`src/rtl/rob_pkg.sv`:
```
//####################################################################
// shared types and default sizes for the two-thread reorder buffer
// compile ahead of every rtl and testbench file
//####################################################################
package rob_pkg;

	typedef logic [63:0] pc_t;	// instruction address
	typedef logic [4:0] arn_t;	// architectural register number
	typedef logic thread_t;	// 1 selects thread 1, 0 selects thread 2

	parameter thread_t thread_1 = 1'b1;
	parameter thread_t thread_2 = 1'b0;

	// must stay a power of two, pointers wrap on the extra bit
	parameter int default_rob_depth = 16;
	parameter int default_prf_size = 64;
	parameter int default_fu_count = 6;	// completion ports

endpackage

```
`src/rtl/rob_entry_array.sv`:
```
`timescale 1ns/1ps
//####################################################################
// entry storage for one thread of the reorder buffer
// written at the tail by dispatch, marked done by the function
// units, read at head and head+1 by commit selection
//####################################################################
module rob_entry_array #(
	parameter int rob_depth = rob_pkg::default_rob_depth,
	parameter int prf_size = rob_pkg::default_prf_size,
	parameter int fu_count = rob_pkg::default_fu_count,
	parameter rob_pkg::thread_t my_thread = 1'b1
) (
	input logic clock,
	input logic reset,
	input logic alloc1_en,
	input logic alloc2_en,
	input logic [$clog2(rob_depth)-1:0] tail_idx,
	input rob_pkg::pc_t inst1_pc,
	input rob_pkg::arn_t inst1_arn_dest,
	input logic [$clog2(prf_size)-1:0] inst1_prn_dest,
	input logic inst1_is_branch,
	input rob_pkg::pc_t inst2_pc,
	input rob_pkg::arn_t inst2_arn_dest,
	input logic [$clog2(prf_size)-1:0] inst2_prn_dest,
	input logic inst2_is_branch,
	input logic [fu_count-1:0] fu_valid,
	input logic [fu_count-1:0][$clog2(rob_depth)-1:0] fu_rob_idx,
	input logic [fu_count-1:0] fu_thread,
	input logic [fu_count-1:0] fu_mispredict,
	input logic [$clog2(rob_depth)-1:0] head_idx,
	input logic retire1,	// head entry leaves
	input logic retire2,	// head+1 entry leaves
	input logic squash,
	output rob_pkg::pc_t head0_pc,
	output rob_pkg::arn_t head0_arn,
	output logic [$clog2(prf_size)-1:0] head0_prn,
	output logic head0_is_branch,
	output logic head0_mispredict,
	output logic head0_done,
	output rob_pkg::pc_t head1_pc,
	output rob_pkg::arn_t head1_arn,
	output logic [$clog2(prf_size)-1:0] head1_prn,
	output logic head1_is_branch,
	output logic head1_mispredict,
	output logic head1_done
);
	import rob_pkg::*;

	localparam int idx_w = $clog2(rob_depth);
	localparam int tag_w = $clog2(prf_size);

	pc_t pc_q [rob_depth];
	arn_t arn_q [rob_depth];
	logic [tag_w-1:0] prn_q [rob_depth];
	logic [rob_depth-1:0] branch_q;
	logic [rob_depth-1:0] misp_q;
	logic [rob_depth-1:0] valid_q;
	logic [rob_depth-1:0] done_q;
	logic [rob_depth-1:0] comp_hit;
	logic [rob_depth-1:0] comp_misp;
	logic [idx_w-1:0] tail_next;
	logic [idx_w-1:0] head_next;

	assign tail_next = tail_idx + 1'b1;
	assign head_next = head_idx + 1'b1;

	// completions for this thread, decoded to entries
	always_comb
	begin
		comp_hit = '0;
		comp_misp = '0;
		for (int i = 0; i < fu_count; i++)
		begin
			if (fu_valid[i] && (fu_thread[i] == my_thread))
			begin
				comp_hit[fu_rob_idx[i]] = 1'b1;
				comp_misp[fu_rob_idx[i]] = fu_mispredict[i];	// from the reporting port
			end
		end
	end

	always_ff @(posedge clock)
	begin
		if (reset)
		begin
			valid_q <= '0;
			done_q <= '0;
		end
		else
		begin
			done_q <= done_q | comp_hit;
			if (retire1)
			begin
				valid_q[head_idx] <= 1'b0;
				done_q[head_idx] <= 1'b0;
			end
			if (retire2)
			begin
				valid_q[head_next] <= 1'b0;
				done_q[head_next] <= 1'b0;
			end
			if (squash)
			begin
				valid_q <= '0;	// everything left is younger than the branch
				done_q <= '0;
			end
			if (alloc1_en)
			begin
				valid_q[tail_idx] <= 1'b1;
				done_q[tail_idx] <= 1'b0;
			end
			if (alloc2_en)
			begin
				valid_q[tail_next] <= 1'b1;
				done_q[tail_next] <= 1'b0;
			end
		end
	end

	// payload
	always_ff @(posedge clock)
	begin
		for (int j = 0; j < rob_depth; j++)
		begin
			if (comp_hit[j])
				misp_q[j] <= comp_misp[j];
		end
		if (alloc1_en)
		begin
			pc_q[tail_idx] <= inst1_pc;
			arn_q[tail_idx] <= inst1_arn_dest;
			prn_q[tail_idx] <= inst1_prn_dest;
			branch_q[tail_idx] <= inst1_is_branch;
			misp_q[tail_idx] <= 1'b0;
		end
		if (alloc2_en)
		begin
			pc_q[tail_next] <= inst2_pc;
			arn_q[tail_next] <= inst2_arn_dest;
			prn_q[tail_next] <= inst2_prn_dest;
			branch_q[tail_next] <= inst2_is_branch;
			misp_q[tail_next] <= 1'b0;
		end
	end

	assign head0_pc = pc_q[head_idx];
	assign head0_arn = arn_q[head_idx];
	assign head0_prn = prn_q[head_idx];
	assign head0_is_branch = branch_q[head_idx];
	assign head0_mispredict = misp_q[head_idx];
	assign head0_done = valid_q[head_idx] && done_q[head_idx];
	assign head1_pc = pc_q[head_next];
	assign head1_arn = arn_q[head_next];
	assign head1_prn = prn_q[head_next];
	assign head1_is_branch = branch_q[head_next];
	assign head1_mispredict = misp_q[head_next];
	assign head1_done = valid_q[head_next] && done_q[head_next];

	// function units only report entries that dispatch placed here
	a_comp_live: assert property (@(posedge clock) disable iff (reset)
		(comp_hit & ~valid_q) == '0);

endmodule

```
`config.mk`:
```
export PLATFORM = sky130hd
export DESIGN_NAME = rob_entry_array
export DESIGN_NICKNAME = d
export VERILOG_FILES = /design/src/rtl/rob_pkg.sv /design/src/rtl/rob_entry_array.sv
export SDC_FILE = /design/constraint.sdc
export NUM_CORES = 2
export LEC_CHECK = 0
export BUFFER_PORTS_ARGS = -buffer_cell sky130_fd_sc_hd__buf_2
export CORE_MARGIN = 2
export CORE_UTILIZATION = 63
export DETAILED_ROUTE_END_ITERATION = 12
export PLACE_DENSITY = 0.82
export SETUP_SLACK_MARGIN = 0.02
export SLEW_MARGIN = 20
export SYNTH_ARGS = -nofsm -noshare
export SYNTH_HDL_FRONTEND = slang
export SYNTH_SLANG_ARGS = --single-unit
```
`constraint.sdc`:
```
create_clock -name clock -period 4.5 [get_ports clock]
set_input_delay 0.675 -clock clock [delete_from_list [all_inputs] [get_ports clock]]
set_output_delay 0.675 -clock clock [all_outputs]
set_load 0.02 [all_outputs]
```
==> impl_summary.md <==
Placed design
After detailed placement, the total cell area comes to 77440 µm². Port buffering added 364 buffers. Detailed placement ended at an HPWL of 121400 µm. The weighted congestion at the end of routability-driven global placement is 0.9721.

The worst slack after detailed placement is 0.4518 ns.

Timing
Across all setup checks in the final design, the least slack found is 0.4690 ns. For the final routed database, the setup TNS stands at 0 ns. Setup repair after global routing left no endpoint under its margin.

The number of failing hold endpoints at the final stage is 0. The maximum clock rate is 0.2481 GHz. Setup violations remaining at the end of the flow were counted as 0. The smallest clock period supported by the final layout is computed as 4.031 ns. The final cycle utilization of the critical path is 89.58%.

The relative slew slack is 23.78%. The number of max-slew violations in the final report came to 0. Clock skew on the completed layout was measured at 0 ns. For the pin with the worst max-slew slack, the measured transition is 1.143 ns.

Die
The initial core utilization is 63.39%. The full die area is 121300 µm². The width of the chip is 348.2 µm. The number of standard-cell rows in the floorplan is 126. The core outline area is 117800 µm².

The floorplan step set the die height to 348.2 µm. During I/O placement, the number of pins put on the boundary was 365.

Worst hold path
The destination of the worst hold path is valid_q[7]. The worst hold path class is in -> reg. In this run the most critical hold path is launched from squash.

The worst hold path passes through 3 cells.

Synth
Of the total synthesized cell area, the portion taken by XOR and XNOR cells is 0.04525%. The library cell with the highest instance count after synthesis is sky130_fd_sc_hd__edfxtp_1. The main combinational cell family by area after synthesis is multiplexers.

The average cell area after synthesis is 16.43 µm². The distinct cell type count after synthesis is 67. Summing every instance area after synthesis gives 74650 µm².

In the synthesized netlist, mux cells make up 40.52% of the area. The top cell type's share of synthesized area is 48.27%. The number of warnings printed during yosys synthesis is 0. The biggest area contributor in the post-synthesis netlist is sky130_fd_sc_hd__edfxtp_1.

The flip-flop cell with the highest count after synthesis is sky130_fd_sc_hd__edfxtp_1. The post-synthesis compound-gate area fraction is 2.575%. The sequential element share of the synthesized area is 49.99%. The commonest cells after synthesis are sky130_fd_sc_hd__edfxtp_1, sky130_fd_sc_hd__mux2_2, sky130_fd_sc_hd__mux4_2.

The share of flip-flops with an asynchronous set or reset after synthesis is 0%. The number of enable-type register cells in the synthesized netlist is 1200. The synthesized netlist devotes 3.218% of its cell area to simple gates. In the post-synthesis netlist, the biggest area contributors are sky130_fd_sc_hd__edfxtp_1, sky130_fd_sc_hd__mux4_2, sky130_fd_sc_hd__mux2_2, sky130_fd_sc_hd__dfxtp_1, sky130_fd_sc_hd__nand2_1. The synthesized net count is 4757. Summing the areas of all fa, ha and maj instances in the mapped netlist gives 0.06704% of the synthesized area.

After synthesis the netlist holds a flip-flop and latch count of 1264. Synthesis produced a netlist whose cell count is 4544.

Power
Net switching is 25.78% of the power. The combinational group share of total power is 16.1%. Per report_power, the sequential group accounts for 46.3% of the total. The worst voltage drop across the vdd grid is 380.1 µV. The internal power of the cells is 22.05 mW. The analysis attributes to cell leakage a power of 26.78 nW. The clock network is responsible for 37.7% of the overall power. The design draws 29.72 mW. For this design the total switching power over the nets is 7.662 mW. Power spread over the standard cell area amounts to 362.8 nW/µm².

Clocking
The number of clock buffers added by TritonCTS is 137. TritonCTS built the clock tree. Clock-pin slew was measured on the worst setup and hold paths at 0.06 ns. The number of post-CTS setup repair buffers is 0. The worst-skew pair later-pin latency is 0.76 ns. Once the clock tree was built, the resizer swapped 0 gates to a different size. The number of hold buffers added after CTS was 0.

The clock tree synthesis step divided the H-tree into 4 levels. The tree is rooted in a sky130_fd_sc_hd__clkbuf_16. The CTS sink count is 1264. The clock passes through at most 3 buffers.

Global routing
The met2 routing resource usage after global routing is 59.06%. For this run, global-route usage on met3 was measured as 9.310%. The remaining global-route overflow is 0. Global routing used 37.73% of the available tracks. Entering global routing, the biggest net connects 137 pins.

The number of antenna violations at the first check in global routing is 48. The first global-routing pass estimated 331200 µm of wire. The number of global-route vias before repair is 47890. The layer carrying the most global-route usage is met2. The met1 demand-to-capacity share in global routing is 50.44%.

Setup path
The data arrival time of the critical path is 3.36 ns. For flop-to-flop paths, the worst setup slack is 3.36 ns. The critical-path maximum fanout is 24. The critical path is of the in -> out type. The critical path launch point type is an input port. The endpoint of the worst register-to-register path is done_q[4]. The data required time at the worst endpoint is 3.83 ns. In this run the worst setup path begins at head_idx[0]. The worst setup path is captured at an output port.

For the worst flop-to-flop path, the logic depth is 2. The origin of the critical flop-to-flop path is done_q[4].

Finish
The signed area change from the synthesized netlist to the final layout is 9.711%. The net total in the final layout is 4840. The finished cells cover 81900 µm². The filler cell count in the final layout is 7428.

The proportion of layout cells with a drive suffix above 1 is 54.29%.

Drt
The routed layout has 48610 vias. The violation count after the first detailed-routing iteration is 7253. In the final routed layout, each cell accounts on average for 36.23 µm. The total iterations of the first detailed-routing run is 8.

In the routed design, unresolved DRC markers number 0. The detail route stage leaves a number of antenna-violating nets equal to 0. The total wire length is 228300 µm. The number of vias per cell after detailed routing is 7.716.

Status
The flow ran to the end, and the final reports show no timing, DRC or antenna violations.

Run
The tool flagged a number of max-cap violations equal to 0.
==> power groups by stage <==
stage | combinational (mW) | sequential [mW] | clock [mW]
2_1_floorplan | 3.32 | 13.9 | 0
3_3_place_gp | 4.62 | 13.9 | 0
3_5_place_dp | 4.70 | 14.0 | 0
4_1_cts | 4.73 | 13.7 | 11.2
5_1_grt | 4.99 | 13.8 | 11.6
6_report | 4.78 | 13.7 | 11.2
==> routing by layer <==
layer  up-vias  routed length (µm)
met3       708               28500
met4        52               10720
met1     25100               80020
li1      18950                   -
met2      3800              108700
met5         -                 291
==> worst max-delay path, stage by stage <==
cell and delay (ns):
sky130_fd_sc_hd__buf_8 0.18, sky130_fd_sc_hd__inv_1 0.17, sky130_fd_sc_hd__ha_4 0.50, sky130_fd_sc_hd__buf_4 0.30
sky130_fd_sc_hd__buf_12 0.26, sky130_fd_sc_hd__mux4_2 0.54, sky130_fd_sc_hd__mux4_2 0.53, sky130_fd_sc_hd__buf_2 0.19
==> final cells by class <==
cell class | count | area [µm²] | area share [%]
Clock inverter | 71 | 688.2 | 0.8403
Multi-Input combinational cell | 2728 | 34810 | 42.51
Inverter | 32 | 192.7 | 0.2353
Tap cell | 1536 | 1922 | 2.347
Sequential cell | 1264 | 37320 | 45.56
Clock buffer | 173 | 3689 | 4.504
Timing Repair Buffer | 464 | 3199 | 3.906
Antenna cell | 32 | 80.08 | 0.09778
==> metrics by stage <==
stage,cells,util [%],hold slack (ns)
after global routing,6285,69.51,0.2625
after CTS,6268,69.48,0.2309
after detailed placement,6024,65.76,0.4419
final,6300,69.54,0.2635
after floorplan,4544,-,0.4249
after global placement,6024,65.76,0.4402
==> kinds of logic (layout without fill, tap and decap cells) <==
family | count (synthesis) | count (layout)
fa+ha+maj | 4 | 4
xor+xnor | 3 | 3
simple gates | 521 | 521
other cells | 0 | 32
mux | 1914 | 1914
compound gates | 286 | 286
buf+inv | 552 | 740
flops | 1264 | 1264
==> flip-flops by register name, indices dropped and copies added (netlist names) <==
name,flops
valid_q,16
prn_q,96
misp_q,16
pc_q,1024
done_q,16
arn_q,80
branch_q,16
==> placed cells by master (no fill, tap or decap), types with 32 or more instances in the layout <==
master / instances
sky130_fd_sc_hd__edfxtp_1: 1200
sky130_fd_sc_hd__mux2_2: 1093
sky130_fd_sc_hd__mux4_2: 771
sky130_fd_sc_hd__buf_2: 361
sky130_fd_sc_hd__nand2_1: 282
sky130_fd_sc_hd__clkbuf_16: 141
sky130_fd_sc_hd__nor2_1: 87
sky130_fd_sc_hd__o22ai_1: 76
sky130_fd_sc_hd__dfxtp_1: 64
sky130_fd_sc_hd__buf_4: 52
sky130_fd_sc_hd__buf_12: 48
sky130_fd_sc_hd__o21ai_0: 43
sky130_fd_sc_hd__a21oi_1: 41
sky130_fd_sc_hd__mux2_1: 33
sky130_fd_sc_hd__diode_2: 32
==> worst max path at each step <==
stage              endpoint  slack [ns]  cells after the start
3_5_place_dp   head1_pc[10]        0.45                      8
4_1_cts         head1_pc[3]        0.45                      8
3_3_place_gp   head1_pc[10]        0.50                      8
2_1_floorplan    head1_done        0.51                     12
5_1_grt         head1_pc[3]        0.38                      8
6_report        head1_pc[3]        0.47                      8
Power figures use the tool's default switching activity.
