<file path="config.mk">
export PLATFORM = sky130hd
export DESIGN_NAME = rob_commit_select
export DESIGN_NICKNAME = d
export VERILOG_FILES = /design/src/rtl/rob_pkg.sv /design/src/rtl/rob_commit_select.sv
export SDC_FILE = /design/constraint.sdc
export NUM_CORES = 1
export LEC_CHECK = 0
export ABC_CLOCK_PERIOD_IN_PS = 2150
export BUFFER_PORTS_ARGS = -buffer_cell sky130_fd_sc_hd__buf_2
export CAP_MARGIN = 20
export CORE_AREA = 2 2 191 193
export DETAILED_ROUTE_END_ITERATION = 7
export DIE_AREA = 0 0 193 195
export PLACE_DENSITY = 0.44
export SYNTH_ARGS = -nofsm -noshare
export SYNTH_HDL_FRONTEND = slang
export SYNTH_SLANG_ARGS = --single-unit
</file>
<file path="constraint.sdc">
create_clock -name clock -period 2.15 [get_ports clock]
set_clock_uncertainty 0.2 [all_clocks]
set_input_delay 0.1075 -clock clock [delete_from_list [all_inputs] [get_ports clock]]
set_output_delay 0.1075 -clock clock [all_outputs]
set_load 0.03 [all_outputs]
</file>
<file path="src/rtl/rob_pkg.sv">
//####################################################################
// shared types and default sizes for the two-thread reorder buffer
// compile ahead of every rtl and testbench file
//####################################################################
package rob_pkg;

	typedef logic [63:0] pc_t;	// instruction address
	typedef logic [4:0] arn_t;	// architectural register number
	typedef logic thread_t;	// 1 selects thread 1, 0 selects thread 2

	parameter thread_t thread_1 = 1'b1;
	parameter thread_t thread_2 = 1'b0;

	// must stay a power of two, pointers wrap on the extra bit
	parameter int default_rob_depth = 16;
	parameter int default_prf_size = 64;
	parameter int default_fu_count = 6;	// completion ports

endpackage

</file>
<file path="src/rtl/rob_commit_select.sv">
`timescale 1ns/1ps
//####################################################################
// commit side of the reorder buffer: head pointers, choice of up
// to two retiring entries per cycle with thread 1 first, and the
// squash raised by a retiring mispredicted branch
//####################################################################
module rob_commit_select #(
	parameter int rob_depth = rob_pkg::default_rob_depth,
	parameter int prf_size = rob_pkg::default_prf_size
) (
	input logic clock,
	input logic reset,
	input rob_pkg::pc_t head0_pc_t1, head1_pc_t1, head0_pc_t2, head1_pc_t2,
	input rob_pkg::arn_t head0_arn_t1, head1_arn_t1, head0_arn_t2, head1_arn_t2,
	input logic [$clog2(prf_size)-1:0] head0_prn_t1, head1_prn_t1,
	input logic [$clog2(prf_size)-1:0] head0_prn_t2, head1_prn_t2,
	input logic head0_is_branch_t1, head1_is_branch_t1,
	input logic head0_is_branch_t2, head1_is_branch_t2,
	input logic head0_mispredict_t1, head1_mispredict_t1,
	input logic head0_mispredict_t2, head1_mispredict_t2,
	input logic head0_done_t1, head1_done_t1, head0_done_t2, head1_done_t2,
	output logic [$clog2(rob_depth):0] head_ptr_t1,	// head after this cycle's retires
	output logic [$clog2(rob_depth):0] head_ptr_t2,
	output logic [$clog2(rob_depth)-1:0] head_idx_t1,
	output logic [$clog2(rob_depth)-1:0] head_idx_t2,
	output logic retire1_t1, retire2_t1, retire1_t2, retire2_t2,
	output logic squash_t1,
	output logic squash_t2,
	output logic commit1_valid,
	output rob_pkg::thread_t commit1_thread,
	output rob_pkg::pc_t commit1_pc,
	output rob_pkg::arn_t commit1_arn_dest,
	output logic [$clog2(prf_size)-1:0] commit1_prn_dest,
	output logic commit1_is_branch,
	output logic commit1_mispredict,
	output logic commit2_valid,
	output rob_pkg::thread_t commit2_thread,
	output rob_pkg::pc_t commit2_pc,
	output rob_pkg::arn_t commit2_arn_dest,
	output logic [$clog2(prf_size)-1:0] commit2_prn_dest,
	output logic commit2_is_branch,
	output logic commit2_mispredict
);
	import rob_pkg::*;

	localparam int idx_w = $clog2(rob_depth);
	localparam int ptr_w = idx_w + 1;

	logic [ptr_w-1:0] head_t1;
	logic [ptr_w-1:0] head_t2;
	logic mp0_t1, mp1_t1, mp0_t2, mp1_t2;
	logic take0_t1;	// slot 1, thread 1 head
	logic take1_t1;	// slot 2, thread 1 head+1
	logic take0_t2_s1;
	logic take0_t2_s2;
	logic take1_t2;

	assign mp0_t1 = head0_is_branch_t1 && head0_mispredict_t1;
	assign mp1_t1 = head1_is_branch_t1 && head1_mispredict_t1;
	assign mp0_t2 = head0_is_branch_t2 && head0_mispredict_t2;
	assign mp1_t2 = head1_is_branch_t2 && head1_mispredict_t2;

	// a mispredict in slot 1 keeps its own thread out of slot 2
	assign take0_t1 = head0_done_t1;
	assign take0_t2_s1 = !head0_done_t1 && head0_done_t2;
	assign take1_t1 = take0_t1 && !mp0_t1 && head1_done_t1;
	assign take0_t2_s2 = take0_t1 && !take1_t1 && head0_done_t2;
	assign take1_t2 = take0_t2_s1 && !mp0_t2 && head1_done_t2;

	assign retire1_t1 = take0_t1;
	assign retire2_t1 = take1_t1;
	assign retire1_t2 = take0_t2_s1 || take0_t2_s2;
	assign retire2_t2 = take1_t2;

	assign squash_t1 = (take0_t1 && mp0_t1) || (take1_t1 && mp1_t1);
	assign squash_t2 = (retire1_t2 && mp0_t2) || (take1_t2 && mp1_t2);

	assign head_ptr_t1 = head_t1 + ptr_w'(retire1_t1) + ptr_w'(retire2_t1);
	assign head_ptr_t2 = head_t2 + ptr_w'(retire1_t2) + ptr_w'(retire2_t2);
	assign head_idx_t1 = head_t1[idx_w-1:0];
	assign head_idx_t2 = head_t2[idx_w-1:0];

	always_ff @(posedge clock)
	begin
		if (reset)
		begin
			head_t1 <= '0;
			head_t2 <= '0;
		end
		else
		begin
			head_t1 <= head_ptr_t1;
			head_t2 <= head_ptr_t2;
		end
	end

	assign commit1_valid = take0_t1 || take0_t2_s1;
	assign commit1_thread = take0_t1 ? thread_1 : thread_2;
	assign commit1_pc = take0_t1 ? head0_pc_t1 : head0_pc_t2;
	assign commit1_arn_dest = take0_t1 ? head0_arn_t1 : head0_arn_t2;
	assign commit1_prn_dest = take0_t1 ? head0_prn_t1 : head0_prn_t2;
	assign commit1_is_branch = take0_t1 ? head0_is_branch_t1 : head0_is_branch_t2;
	assign commit1_mispredict = take0_t1 ? head0_mispredict_t1 : head0_mispredict_t2;

	assign commit2_valid = take1_t1 || take0_t2_s2 || take1_t2;
	assign commit2_thread = take1_t1 ? thread_1 : thread_2;

	always_comb
	begin
		if (take1_t1)
		begin
			commit2_pc = head1_pc_t1;
			commit2_arn_dest = head1_arn_t1;
			commit2_prn_dest = head1_prn_t1;
			commit2_is_branch = head1_is_branch_t1;
			commit2_mispredict = head1_mispredict_t1;
		end
		else if (take0_t2_s2)
		begin
			commit2_pc = head0_pc_t2;	// thread 2 head behind a thread 1 slot 1
			commit2_arn_dest = head0_arn_t2;
			commit2_prn_dest = head0_prn_t2;
			commit2_is_branch = head0_is_branch_t2;
			commit2_mispredict = head0_mispredict_t2;
		end
		else
		begin
			commit2_pc = head1_pc_t2;
			commit2_arn_dest = head1_arn_t2;
			commit2_prn_dest = head1_prn_t2;
			commit2_is_branch = head1_is_branch_t2;
			commit2_mispredict = head1_mispredict_t2;
		end
	end

endmodule

</file>
==> results.sh <==
export IMPL_initial_antenna_violation_count=6
export IMPL_power_switching_share_pct=48.6
export IMPL_synth_net_count=642
export IMPL_dieHeight_um=195
export IMPL_rows=69
export IMPL_detail_route_antenna_nets=0
export IMPL_final_setup_tns_ps=0
export IMPL_crit_start="head_t2[0]"
export IMPL_cts_root_buffer_cell="sky130_fd_sc_hd__clkbuf_16"
export IMPL_totalWireLength_mm=20.5
export IMPL_drc=0
export IMPL_final_util_pct=18.6
export IMPL_crit_fanout=2
export IMPL_report_final_hold_viol_count=0
export IMPL_cts_reportedPaths_clkPinSlew_ps=40
export IMPL_post_synth_mux_area_share_pct=78.7
export IMPL_synthesis_area_per_instance_um2=10.5
export IMPL_maxUsedRoutingLayer="met5"
export IMPL_pwr_share_seq_pct=8.5
export IMPL_tritoncts="built"
export IMPL_global_routing_usage_summed_across_all_routing_layers_pct=9.56
export IMPL_drt_pre_antenna_iters=4
export IMPL_peakVddDrop_mv=0.207
export IMPL_holdCritStartpoint="head1_done_t1"
export IMPL_post_synth_and_or_nand_nor_area_fraction_pct=4.05
export IMPL_fmaxAchievable_mhz=484
export IMPL_layoutNonFillerInstCount=1263
export IMPL_grt_overflow_total=0
export IMPL_met2_wire_length_mm=10.8
export IMPL_m1WireLength_mm=7.73
export IMPL_yosys_cell_types_count=23
export IMPL_synth_enable_flop_cells=0
export IMPL_routed_wire_length_per_instance_um=16.2
export IMPL_post_dp_hpwl_mm=18.2
export IMPL_cts_inserted_buffers=3
export IMPL_worst_pin_slew_ps=582
export IMPL_maxCapViolCount=0
export IMPL_setup_ws_ps=85.1
export IMPL_drt_first_iter_violations=73
export IMPL_floorplan_die_area_mm2=0.0376
export IMPL_synthesis_area_mm2=0.00340
export IMPL_critPathCaptureType="output pin"
export IMPL_pwr_share_comb_pct=76.8
export IMPL_postSynthCellCount=324
export IMPL_synth_top_area_share_pct=70.3
export IMPL_synth_seq_cells=10
export IMPL_placedCellCount=1257
export IMPL_pwr_density_cell_mw_per_mm2=378
export IMPL_synth_top_family_by_area="multiplexers"
export IMPL_cts_root_to_sink_buffers=2
export IMPL_hold_path_class="input pin to register"
export IMPL_io_pins=496
export IMPL_ys_top_cells_by_count="212 x sky130_fd_sc_hd__mux2_2, 19 x sky130_fd_sc_hd__mux2_4, 12 x sky130_fd_sc_hd__buf_2, 12 x sky130_fd_sc_hd__buf_4"
export IMPL_dieWidth_um=193
export IMPL_ys_seq_area_share_pct=5.89
export IMPL_timing_max_slew_rel_slack_pct=61.2
export IMPL_viasPerCell=3.56
export IMPL_total_leakage_power_nw=3.43
export IMPL_synth_flop_cell="sky130_fd_sc_hd__dfxtp_1"
export IMPL_cts_sink_count=10
export IMPL_post_cts_buffers=0
export IMPL_place_congestion=0.851
export IMPL_setup_worst_path_class="register to output pin"
export IMPL_core_mm2=0.0354
export IMPL_power_net_switching_mw=1.21
export IMPL_grt_pass1_vias=4430
export IMPL_worst_r2r_startpoint="head_t2[0]"
export IMPL_synth_top_cells_by_area="sky130_fd_sc_hd__mux2_2 70%, sky130_fd_sc_hd__mux2_4 8.4%, sky130_fd_sc_hd__dfxtp_1 5.9%"
export IMPL_final_nets=1120
export IMPL_status="completed"
export IMPL_synth_fa_ha_area_share_pct=1.92
export IMPL_power_frac_clock_pct=14.7
export IMPL_timing_critical_path_required_ps=1840
export IMPL_synth_compound_area_share_pct=0.405
export IMPL_grt_pass1_wl_mm=27.0
export IMPL_synth_async_sr_flop_share_pct=0
export IMPL_place_port_buffers=495
export IMPL_cts_htree_levels=1
export IMPL_cp_data_arrival_time_ps=1760
export IMPL_routed_wl_met3_mm=1.87
export IMPL_post_synth_top_area_cell="sky130_fd_sc_hd__mux2_2"
export IMPL_grt_start_max_net_pins=56
export IMPL_preCtsSetupSlack_ps=59.8
export IMPL_post_synthesis_to_final_layout_area_growth_pct=93.7
export IMPL_synth_warning_count=0
export IMPL_insertion_delay_ps=230
export IMPL_fin_crit_sh_pct=96.0
export IMPL_yosysMostFrequentCell="sky130_fd_sc_hd__mux2_2"
export IMPL_setup_worst_path_start_class="register"
export IMPL_start_util_pct=9.60
export IMPL_drive_above_1_share_pct=94.3
export IMPL_vias=4491
export IMPL_internal_power_mw=1.28
export IMPL_slew_violations=0
export IMPL_period_minus_slack_ps=2060
export IMPL_totalPowerFinal_mw=2.49
export IMPL_timing_final_setup_violations=0
export IMPL_fill_cells=3999
export IMPL_synthXorXnorAreaFrac_pct=1.55
## flip-flops by register name (all words and copies together), names as in the netlist
name,count
head_t1,5
head_t2,5
## per-layer routing
metal / vias to the layer above / track usage [%]
met5: - / 0
met4: 6 / 0.842
met3: 12 / 1.78
met2: 281 / 19.2
met1: 2047 / 10.6
li1: 2145 / -
## power by group through the flow
stage	registers, mW	logic [mW]	clock network [mW]
global placement	0.214	1.93	0
global route	0.211	2.03	0.387
detailed placement	0.213	1.93	0
finish	0.210	1.91	0.366
CTS	0.210	1.94	0.372
floorplan	0.210	1.23	0
## worst max-delay path: stages (launching register included)
cell                      delay (ps)
sky130_fd_sc_hd__dfxtp_1         320
sky130_fd_sc_hd__inv_1            60
sky130_fd_sc_hd__fa_1            430
sky130_fd_sc_hd__inv_1            70
sky130_fd_sc_hd__ha_2            180
sky130_fd_sc_hd__buf_4           120
sky130_fd_sc_hd__xor2_2          120
sky130_fd_sc_hd__buf_2           220
## worst paths after layout
check	to	slack, ps	cells after the start
max	head_ptr_t2[2]	90	7
min	head_t1[0]	190	4
max reg2reg	head_t2[4]	360	7
min reg2reg	head_t1[4]	400	2
## what timing repair did
| action | in CTS | in global routing |
|---|---|---|
| resized for setup | 0 | 9 |
| hold buffers | 1 | 0 |
| endpoints found under the hold margin | 8 | 0 |
| endpoints found under the setup margin | 0 | 4 |
## per-stage QoR
step                      hold slack (ps)  cell area, um^2
final                                 190             6580
after floorplan                     -25.8             3460
after CTS                             181             6560
after global routing                  249             6580
after detailed placement              215             6460
after global placement                216             6460
## area by class of cell
type	count	area, um^2	share of cell area, %
timing repair buffer	509	2650	40.3
clock buffer	4	88.8	1.35
tap	461	577	8.76
multi-input combinational	268	3030	46.0
antenna	1	2.50	0.0380
sequential	10	200	3.04
inverter	10	37.5	0.570
## cell families (layout without fill, tap and decap cells)
logic type / Yosys count / in the layout
and+or+nand+nor: 25 / 25
xor gates and xnor gates: 6 / 6
muxes: 231 / 231
adders and majority gates: 4 / 4
DFF: 10 / 10
AOI/OAI and AO/OA: 2 / 2
other: 0 / 1
buffers and inverters: 46 / 523
## layout by cell type (no fill, tap or decap)
| cell type | synthesis | layout |
|---|---|---|
| sky130_fd_sc_hd__ha_1 | 2 | 1 |
| sky130_fd_sc_hd__nand3b_1 | 2 | 2 |
| sky130_fd_sc_hd__xor2_2 | 0 | 2 |
| sky130_fd_sc_hd__buf_6 | 3 | 2 |
| sky130_fd_sc_hd__diode_2 | 0 | 1 |
| sky130_fd_sc_hd__mux2_4 | 19 | 19 |
| sky130_fd_sc_hd__buf_12 | 0 | 4 |
| sky130_fd_sc_hd__ha_2 | 0 | 1 |
| sky130_fd_sc_hd__fa_2 | 0 | 1 |
| sky130_fd_sc_hd__clkbuf_16 | 0 | 3 |
| sky130_fd_sc_hd__a21oi_1 | 1 | 1 |
| sky130_fd_sc_hd__inv_1 | 10 | 10 |
| sky130_fd_sc_hd__nand2_4 | 0 | 1 |
| sky130_fd_sc_hd__clkbuf_8 | 0 | 1 |
| sky130_fd_sc_hd__nand3_1 | 4 | 2 |
| sky130_fd_sc_hd__dlygate4sd3_1 | 0 | 1 |
| sky130_fd_sc_hd__buf_4 | 12 | 10 |
| sky130_fd_sc_hd__o32ai_1 | 1 | 1 |
| sky130_fd_sc_hd__nor2_1 | 3 | 3 |
| sky130_fd_sc_hd__mux2_2 | 212 | 212 |
| sky130_fd_sc_hd__xnor2_4 | 0 | 1 |
| sky130_fd_sc_hd__nand2_1 | 5 | 5 |
| sky130_fd_sc_hd__fa_1 | 2 | 1 |
| sky130_fd_sc_hd__nor2b_1 | 8 | 8 |
| sky130_fd_sc_hd__nand3_2 | 1 | 2 |
| sky130_fd_sc_hd__buf_2 | 12 | 492 |
| sky130_fd_sc_hd__dfxtp_1 | 10 | 10 |
| sky130_fd_sc_hd__nand3_4 | 0 | 1 |
| sky130_fd_sc_hd__nand4_1 | 1 | 1 |
| sky130_fd_sc_hd__xnor2_2 | 0 | 3 |
Power figures use the tool's default switching activity.
