--- src/rtl/rob_pkg.sv ---
//####################################################################
// shared types and default sizes for the two-thread reorder buffer
// compile ahead of every rtl and testbench file
//####################################################################
package rob_pkg;

	typedef logic [63:0] pc_t;	// instruction address
	typedef logic [4:0] arn_t;	// architectural register number
	typedef logic thread_t;	// 1 selects thread 1, 0 selects thread 2

	parameter thread_t thread_1 = 1'b1;
	parameter thread_t thread_2 = 1'b0;

	// must stay a power of two, pointers wrap on the extra bit
	parameter int default_rob_depth = 16;
	parameter int default_prf_size = 64;
	parameter int default_fu_count = 6;	// completion ports

endpackage

--- src/rtl/rob_dispatch.sv ---
`timescale 1ns/1ps
//####################################################################
// dispatch side of the reorder buffer: tail pointers per thread,
// free space check against the commit heads, allocation enables
// and the entry indices handed back to the reservation stations
//####################################################################
module rob_dispatch #(
	parameter int rob_depth = rob_pkg::default_rob_depth
) (
	input logic clock,
	input logic reset,
	input logic inst1_valid,
	input logic inst2_valid,	// only meaningful with inst1_valid
	input rob_pkg::thread_t dispatch_thread,
	input logic [$clog2(rob_depth):0] head_ptr_t1,
	input logic [$clog2(rob_depth):0] head_ptr_t2,
	input logic squash_t1,
	input logic squash_t2,
	output logic ready_t1,
	output logic ready_t2,
	output logic [$clog2(rob_depth)-1:0] inst1_rob_idx,
	output logic [$clog2(rob_depth)-1:0] inst2_rob_idx,
	output logic alloc1_en_t1,
	output logic alloc2_en_t1,
	output logic alloc1_en_t2,
	output logic alloc2_en_t2,
	output logic [$clog2(rob_depth)-1:0] tail_idx_t1,
	output logic [$clog2(rob_depth)-1:0] tail_idx_t2
);
	import rob_pkg::*;

	localparam int idx_w = $clog2(rob_depth);
	localparam int ptr_w = idx_w + 1;

	logic [ptr_w-1:0] tail_t1;
	logic [ptr_w-1:0] tail_t2;
	logic [ptr_w-1:0] used_t1;
	logic [ptr_w-1:0] used_t2;
	logic take1;
	logic take2;

	// occupancy, the head already counts this cycle's retires
	assign used_t1 = tail_t1 - head_ptr_t1;
	assign used_t2 = tail_t2 - head_ptr_t2;

	// two free slots needed, and a squashing thread takes nothing
	assign ready_t1 = !squash_t1 && (used_t1 <= ptr_w'(rob_depth - 2));
	assign ready_t2 = !squash_t2 && (used_t2 <= ptr_w'(rob_depth - 2));

	assign take1 = inst1_valid && ((dispatch_thread == thread_1) ? ready_t1 : ready_t2);
	assign take2 = take1 && inst2_valid;

	assign alloc1_en_t1 = take1 && (dispatch_thread == thread_1);
	assign alloc2_en_t1 = take2 && (dispatch_thread == thread_1);
	assign alloc1_en_t2 = take1 && (dispatch_thread == thread_2);
	assign alloc2_en_t2 = take2 && (dispatch_thread == thread_2);

	assign tail_idx_t1 = tail_t1[idx_w-1:0];
	assign tail_idx_t2 = tail_t2[idx_w-1:0];

	// indices go back in the same cycle
	assign inst1_rob_idx = (dispatch_thread == thread_1) ? tail_idx_t1 : tail_idx_t2;
	assign inst2_rob_idx = inst1_rob_idx + 1'b1;

	always_ff @(posedge clock)
	begin
		if (reset)
		begin
			tail_t1 <= '0;
			tail_t2 <= '0;
		end
		else
		begin
			if (squash_t1)
				tail_t1 <= head_ptr_t1;	// empties the thread behind the branch
			else
				tail_t1 <= tail_t1 + ptr_w'(alloc1_en_t1) + ptr_w'(alloc2_en_t1);
			if (squash_t2)
				tail_t2 <= head_ptr_t2;
			else
				tail_t2 <= tail_t2 + ptr_w'(alloc1_en_t2) + ptr_w'(alloc2_en_t2);
		end
	end

	// the second slot is never offered on its own
	a_inst2_alone: assert property (@(posedge clock) disable iff (reset)
		$rose(inst2_valid) |-> inst1_valid);

endmodule

--- config.mk ---
export PLATFORM = sky130hd
export DESIGN_NAME = rob_dispatch
export DESIGN_NICKNAME = d
export VERILOG_FILES = /design/src/rtl/rob_pkg.sv /design/src/rtl/rob_dispatch.sv
export SDC_FILE = /design/constraint.sdc
export NUM_CORES = 1
export LEC_CHECK = 0
export BUFFER_PORTS_ARGS = -buffer_cell sky130_fd_sc_hd__buf_4
export CORE_MARGIN = 3
export CORE_UTILIZATION = 44
export DETAILED_ROUTE_END_ITERATION = 8
export GPL_TIMING_DRIVEN = 0
export PLACE_DENSITY_LB_ADDON = 0.3
export SLEW_MARGIN = 20
export SYNTH_ARGS = -nofsm -noshare
export SYNTH_HDL_FRONTEND = slang
export SYNTH_SLANG_ARGS = --single-unit
export TNS_END_PERCENT = 100
--- constraint.sdc ---
create_clock -name clock -period 3.2 [get_ports clock]
set_input_delay 0.64 -clock clock [delete_from_list [all_inputs] [get_ports clock]]
set_output_delay 0.64 -clock clock [all_outputs]
set_load 0.02 [all_outputs]
==> flow_summary.yaml, run 1 <==
setup_path:
  startpoint: "head_ptr_t1[0]"
  arrival_ps: 3310
  timing.rr.end: "tail_t1[4]"
  worstPathMaxFanout: 3
  r2r_cells: 14
  worstSetupPathType: "in2reg"
  r2r_slack_ps: 90
  rr_startpoint: "tail_t1[0]"
  crit_required_ps: 3340
  cp-end-kind: "register"
  start_kind: "primary input"
timing:
  tns_ps: 0
  min_period_ps: 3170
  finalMaxSlewViolations: 0
  setup-violations-final: 0
  slew_headroom_pct: 62.9
  tightest_slew_ps: 557
  hold_violations: 0
  min_period_over_period_pct: 99.2
  rsz0062_at_grt: "yes"
  skew_ps: 5.84
  max_freq_mhz: 315
cells_and_area:
  fin_nets: 209
  layout-drive-gt1-share_pct: 51.1
  fin_util_pct: 71.9
  final_cell_mix: "buf_4 (45), nor2_1 (16), inv_1 (10)"
  final_common_cell: "buf_4"
  antenna_cells: 0
  areaGrowthSynthToFinish_pct: 52.0
  final_cells: 204
detailed_routing:
  antenna_left: 0
  drt_drc_violations_left: 0
  wl_um: 2750
  dr.pass1.iters: 4
  vias: 1059
  vias_per_cell: 5.19
  drt_iter0_drc: 18
  post_drt_wl_per_cell_um: 13.5
logic_synthesis:
  synthXorXnorAreaFrac_pct: 11.4
  synth_top_family_by_area: "simple AND/OR/NAND/NOR gates"
  ys_ff_latch: 10
  synthMuxAreaShare_pct: 9.42
  synth_area_leaders: "dfxtp_1 (19%), ha_1 (13%), fa_1 (7.4%)"
  synth_top_area_cell: "dfxtp_1"
  synth_top_cell_area_share_pct: 18.6
  yosysUniqueCellTypes: 25
  synth_fa_ha_area_share_pct: 20.2
  netlist_instances: 132
  syn_avg_cell_area_um2: 8.15
  syn_area_um2: 1080
  yosysWarnings: 0
  syn-num-nets: 164
  synthSimpleGateAreaFrac_pct: 21.5
  seq_area_frac_synth_pct: 18.6
  synth_compound_area_share_pct: 6.98
floorplan:
  dieArea_um2: 3070
  io_pins: 39
  fp-row-count: 17
  die-height_um: 55.5
  fp.dieW_um: 55.5
  coreArea_um2: 2280
  initial_core_util_pct: 47.3
global_route:
  grt_max_degree: 11
  antenna_found_initial: 0
  grt_pass1_wl_um: 4640
  grt.overflow.total: 0
  grt_usage_pct: 18.3
  grt_pass1_vias: 1049
outcome:
  outcome: "completed"
power_and_ir_drop:
  p_clk_share_pct: 22.6
  power_density_nw_per_um2: 319
  power_frac_comb_pct: 49.2
  pwr-share-seq_pct: 28.3
  p_leak_nw: 0.773
  p_int_mw: 0.328
  total_power_mw: 0.522
  worst_ir_drop_vdd_mv: 0.273
  p_sw_share_pct: 37.2
  switching_power_mw: 0.194
min_path:
  hold_depth: 3
  hold_class: "in2reg"
  whs_endpoint: "tail_t1[0]"
  hp-start: "head_ptr_t1[0]"
clock_network:
  cts_inserted_buffers: 3
  clk_latency_ps: 270
  htree_levels: 1
  clkTransAtPathRegs_ps: 70
  cts_sinks: 10
  cts_buffer_depth: 2
  cts_tree: "yes"
  cts-root-buf: "clkbuf_4"
placed_design:
  dp.cells: 196
  portBuffers: 36
  dpl.hpwl_um: 2130
  routabilityCongestion: 0.778
flow_run:
  cap_violations: 0
## power groups by stage
stage	combinational (mW)	sequential, mW	clock, mW
2_1_floorplan	0.148	0.144	0
3_3_place_gp	0.212	0.147	0
3_5_place_dp	0.221	0.148	0
4_1_cts	0.231	0.146	0.120
5_1_grt	0.281	0.149	0.125
6_report	0.257	0.148	0.118
## synthesized netlist by cell type
cell type  count
nor4_1         5
mux2_2         1
o21ai_0        3
clkbuf_1       4
a21oi_1        6
a211oi_1       4
fa_1           4
inv_1         14
nand3b_1       2
mux2_4         2
mux2i_1        6
dfxtp_1       10
nand2b_1       3
nand3_1        4
and3_1         1
or4_1          3
nor2_1        17
xnor2_1        7
ha_1          11
nor4b_1        2
buf_4          8
xor2_1         7
or3_1          1
nand2_1        4
nor3_1         3
## how the worst max path moves through the flow
stage	endpoint	slack [ps]	cells after the start
2_1_floorplan	tail_t1[4]	-90	12
3_3_place_gp	tail_t1[4]	-340	14
3_5_place_dp	tail_t1[2]	-410	13
4_1_cts	tail_t2[4]	-10	14
5_1_grt	tail_t1[2]	-80	13
6_report	tail_t1[4]	30	14
## per-layer routing
metal	routed length (um)	vias up	track usage (%)
li1	-	531	-
met1	1290	484	24.6
met2	1240	40	28.5
met3	181	4	4.44
met4	29	0	5.90
met5	0	-	0
## critical path, cell delays in order
cell     delay [ps]
buf_8           100
ha_4            150
fa_2            360
xor2_2          180
nor4b_2          70
mux2_4          280
or4_4           520
fa_2            390
inv_2            70
ha_4            140
nand3_2          80
xnor2_1         140
mux2i_1         120
nor2_1           60
## kinds of logic (layout without fill, tap and decap cells)
family                     Yosys count  count (layout)
and+or+nand+nor                     45              45
AOI/OAI and AO/OA                   13              13
xor gates and xnor gates            14              14
DFF                                 10              10
buffers and inverters               26              70
adders and majority gates           15              15
muxes                                9               9
## stage by stage
| step | setup WS [ps] | cell area (um2) | hold WS, ps |
|---|---|---|---|
| 3_5_place_dp | -409 | 1430 | 640 |
| 2_1_floorplan | -93.0 | 1120 | 579 |
| 4_1_cts | -14.2 | 1530 | 610 |
| 3_3_place_gp | -340 | 1430 | 601 |
| 6_report | 27.2 | 1640 | 609 |
| 5_1_grt | -82.4 | 1640 | 627 |
## registers in the layout (all words and copies together) (netlist names)
name and flops:
tail_t2 5, tail_t1 5
## final cells by class
class                           instances  area [um2]
Buffer                                 12        75.1
Timing Repair Buffer                   40         319
Inverter                               14        52.6
Tap cell                               28        35.0
Sequential cell                        10         205
Fill cell                             190         641
Multi-Input combinational cell         96         912
Clock buffer                            4        36.3
## repair_timing
item | CTS | global route
resized for setup | 10 | 24
gates cloned | 0 | 0
pin swaps | 13 | 11
setup buffers | 2 | 2
hold buffers | 0 | 0
endpoints found under the setup margin | 3 | 7
(Power assumes the default switching activity.)
==> inputs of run 2 (changes only) <==
--- a/config.mk
+++ b/config.mk
@@ -7,7 +7,7 @@
 export LEC_CHECK = 0
 export BUFFER_PORTS_ARGS = -buffer_cell sky130_fd_sc_hd__buf_4
 export CORE_MARGIN = 3
-export CORE_UTILIZATION = 44
+export CORE_UTILIZATION = 39
 export DETAILED_ROUTE_END_ITERATION = 8
 export GPL_TIMING_DRIVEN = 0
 export PLACE_DENSITY_LB_ADDON = 0.3
==> flow_summary.yaml, run 2 (synthesis results as in run 1) <==
power_and_ir_drop:
  worst_ir_drop_vdd_mv: 0.274
  p_sw_share_pct: 36.7
  pwr-share-seq_pct: 29.6
  power_frac_comb_pct: 47.2
  power_density_nw_per_um2: 318
  p_leak_nw: 0.741
  p_int_mw: 0.316
  p_clk_share_pct: 23.2
  switching_power_mw: 0.183
floorplan:
  io_pins: 39
  die-height_um: 58.5
  initial_core_util_pct: 42.3
  fp-row-count: 18
  dieArea_um2: 3430
  fp.dieW_um: 58.5
  coreArea_um2: 2540
clock_network:
  clkTransAtPathRegs_ps: 70
  cts-root-buf: "clkbuf_4"
  hold_buffers: 0
  htree_levels: 1
  clk_latency_ps: 260
  cts_tree: "yes"
  cts_buffer_depth: 2
  cts_sinks: 10
  cts_inserted_buffers: 3
detailed_routing:
  route.met2.wl_um: 1150
  drt_drc_violations_left: 0
  wl_um: 2600
  dr.pass1.iters: 4
  vias_per_cell: 5.19
  route.top_layer_used: "met4"
  vias: 1053
  dr_wl_met3_um: 161
  antenna_left: 0
  drt_iter0_drc: 18
  wl_met1_um: 1270
  post_drt_wl_per_cell_um: 12.8
timing:
  finalMaxSlewViolations: 0
  hold_violations: 0
  min_period_over_period_pct: 99.7
  tightest_slew_ps: 506
  rsz0062_at_grt: "yes"
  slew_headroom_pct: 66.2
  hold_slack_ps: 625
  max_freq_mhz: 313
  skew_ps: 0.491
  tns_ps: 0
  min_period_ps: 3190
  setup-violations-final: 0
min_path:
  hold_class: "in2reg"
cells_and_area:
  final_common_cell: "buf_4"
  reg_top3: "tail_t1 x5, tail_t2 x5"
  antenna_cells: 0
  fin_util_pct: 61.7
  final_cells: 203
  fin_nets: 206
  layout-drive-gt1-share_pct: 45.1
  areaGrowthSynthToFinish_pct: 45.9
  final_cell_mix: "buf_4 (43), nor2_1 (17), inv_1 (10)"
placed_design:
  routabilityCongestion: 0.779
  dp.cells: 198
  dpl.hpwl_um: 2130
  portBuffers: 36
global_route:
  grt_usage_pct: 15.3
  grt_max_degree: 11
  antenna_found_initial: 0
  grt_pass1_vias: 987
  grt.overflow.total: 0
  grt_pass1_wl_um: 4190
setup_path:
  crit_required_ps: 3340
  arrival_ps: 3330
  worstPathMaxFanout: 5
  start_kind: "primary input"
  cp-end-kind: "register"
  worstSetupPathType: "in2reg"
flow_run:
  cap_violations: 0
outcome:
  outcome: "completed"
-- run 2: changes by cell type in the layout (fill, tap and decap cells not counted), moves of 2 or more --
cell     change
xnor2_2      -2
xnor2_1      +2
a21oi_2      -2
o21ai_1      -2
buf_4        -2
a21oi_1      +2
o21ai_0      +2
-- run 2: critical path, cell delays in order --
cell     delay [ps]
buf_8           100
ha_4            160
fa_2            360
xor2_2          180
nor4b_2          60
mux2_4          290
or4_4           540
fa_2            390
inv_2            70
ha_4            140
nand3_4          80
xnor2_2         150
mux2i_1         120
nor2_1           50
-- run 2: metrics by stage --
stage          cell area (um2)  worst slack, ps  power (mW)
2_1_floorplan             1120            -93.0       0.292
5_1_grt                   1570             -146       0.533
4_1_cts                   1520            -27.4       0.495
3_5_place_dp              1430             -389       0.368
3_3_place_gp              1430             -332       0.360
6_report                  1570             9.98       0.500
-- run 2: path summary, 6_finish.rpt --
check                                     from          to  slack [ps]  depth (start not counted)
worst max-delay path            head_ptr_t1[0]  tail_t1[4]          10                         14
worst min-delay path            head_ptr_t2[0]  tail_t2[0]         620                          3
worst max register to register      tail_t1[0]  tail_t1[4]          60                         14
worst min register to register      tail_t1[4]  tail_t1[4]         630                          3
-- run 2: what timing repair did --
item | in CTS | in global routing
endpoints found under the hold margin | 0 | 0
resized for setup | 11 | 12
endpoints found under the setup margin | 3 | 6
buffers inserted | 1 | 0
pin swaps | 7 | 2
-- run 2: power by group through the flow --
| stage | combinational, mW | clock, mW | sequential [mW] |
|---|---|---|---|
| 2_1_floorplan | 0.148 | 0 | 0.144 |
| 3_3_place_gp | 0.213 | 0 | 0.147 |
| 3_5_place_dp | 0.220 | 0 | 0.148 |
| 4_1_cts | 0.230 | 0.119 | 0.146 |
| 5_1_grt | 0.259 | 0.123 | 0.150 |
| 6_report | 0.236 | 0.116 | 0.148 |
-- run 2: cell type report --
class	count	area (um2)
plain buffers	12	75.1
clock buffers	4	36.3
fillers	239	975
inverters	14	52.6
multi-input cells	96	871
flip-flops and latches	10	205
well taps	30	37.5
repair buffers	37	293
-- run 2: metal layers --
layer  GRT usage [%]  up-vias
met5               0        -
met4            2.98        0
met3            2.19        2
met2            24.6       32
met1            21.9      495
li1                -      524
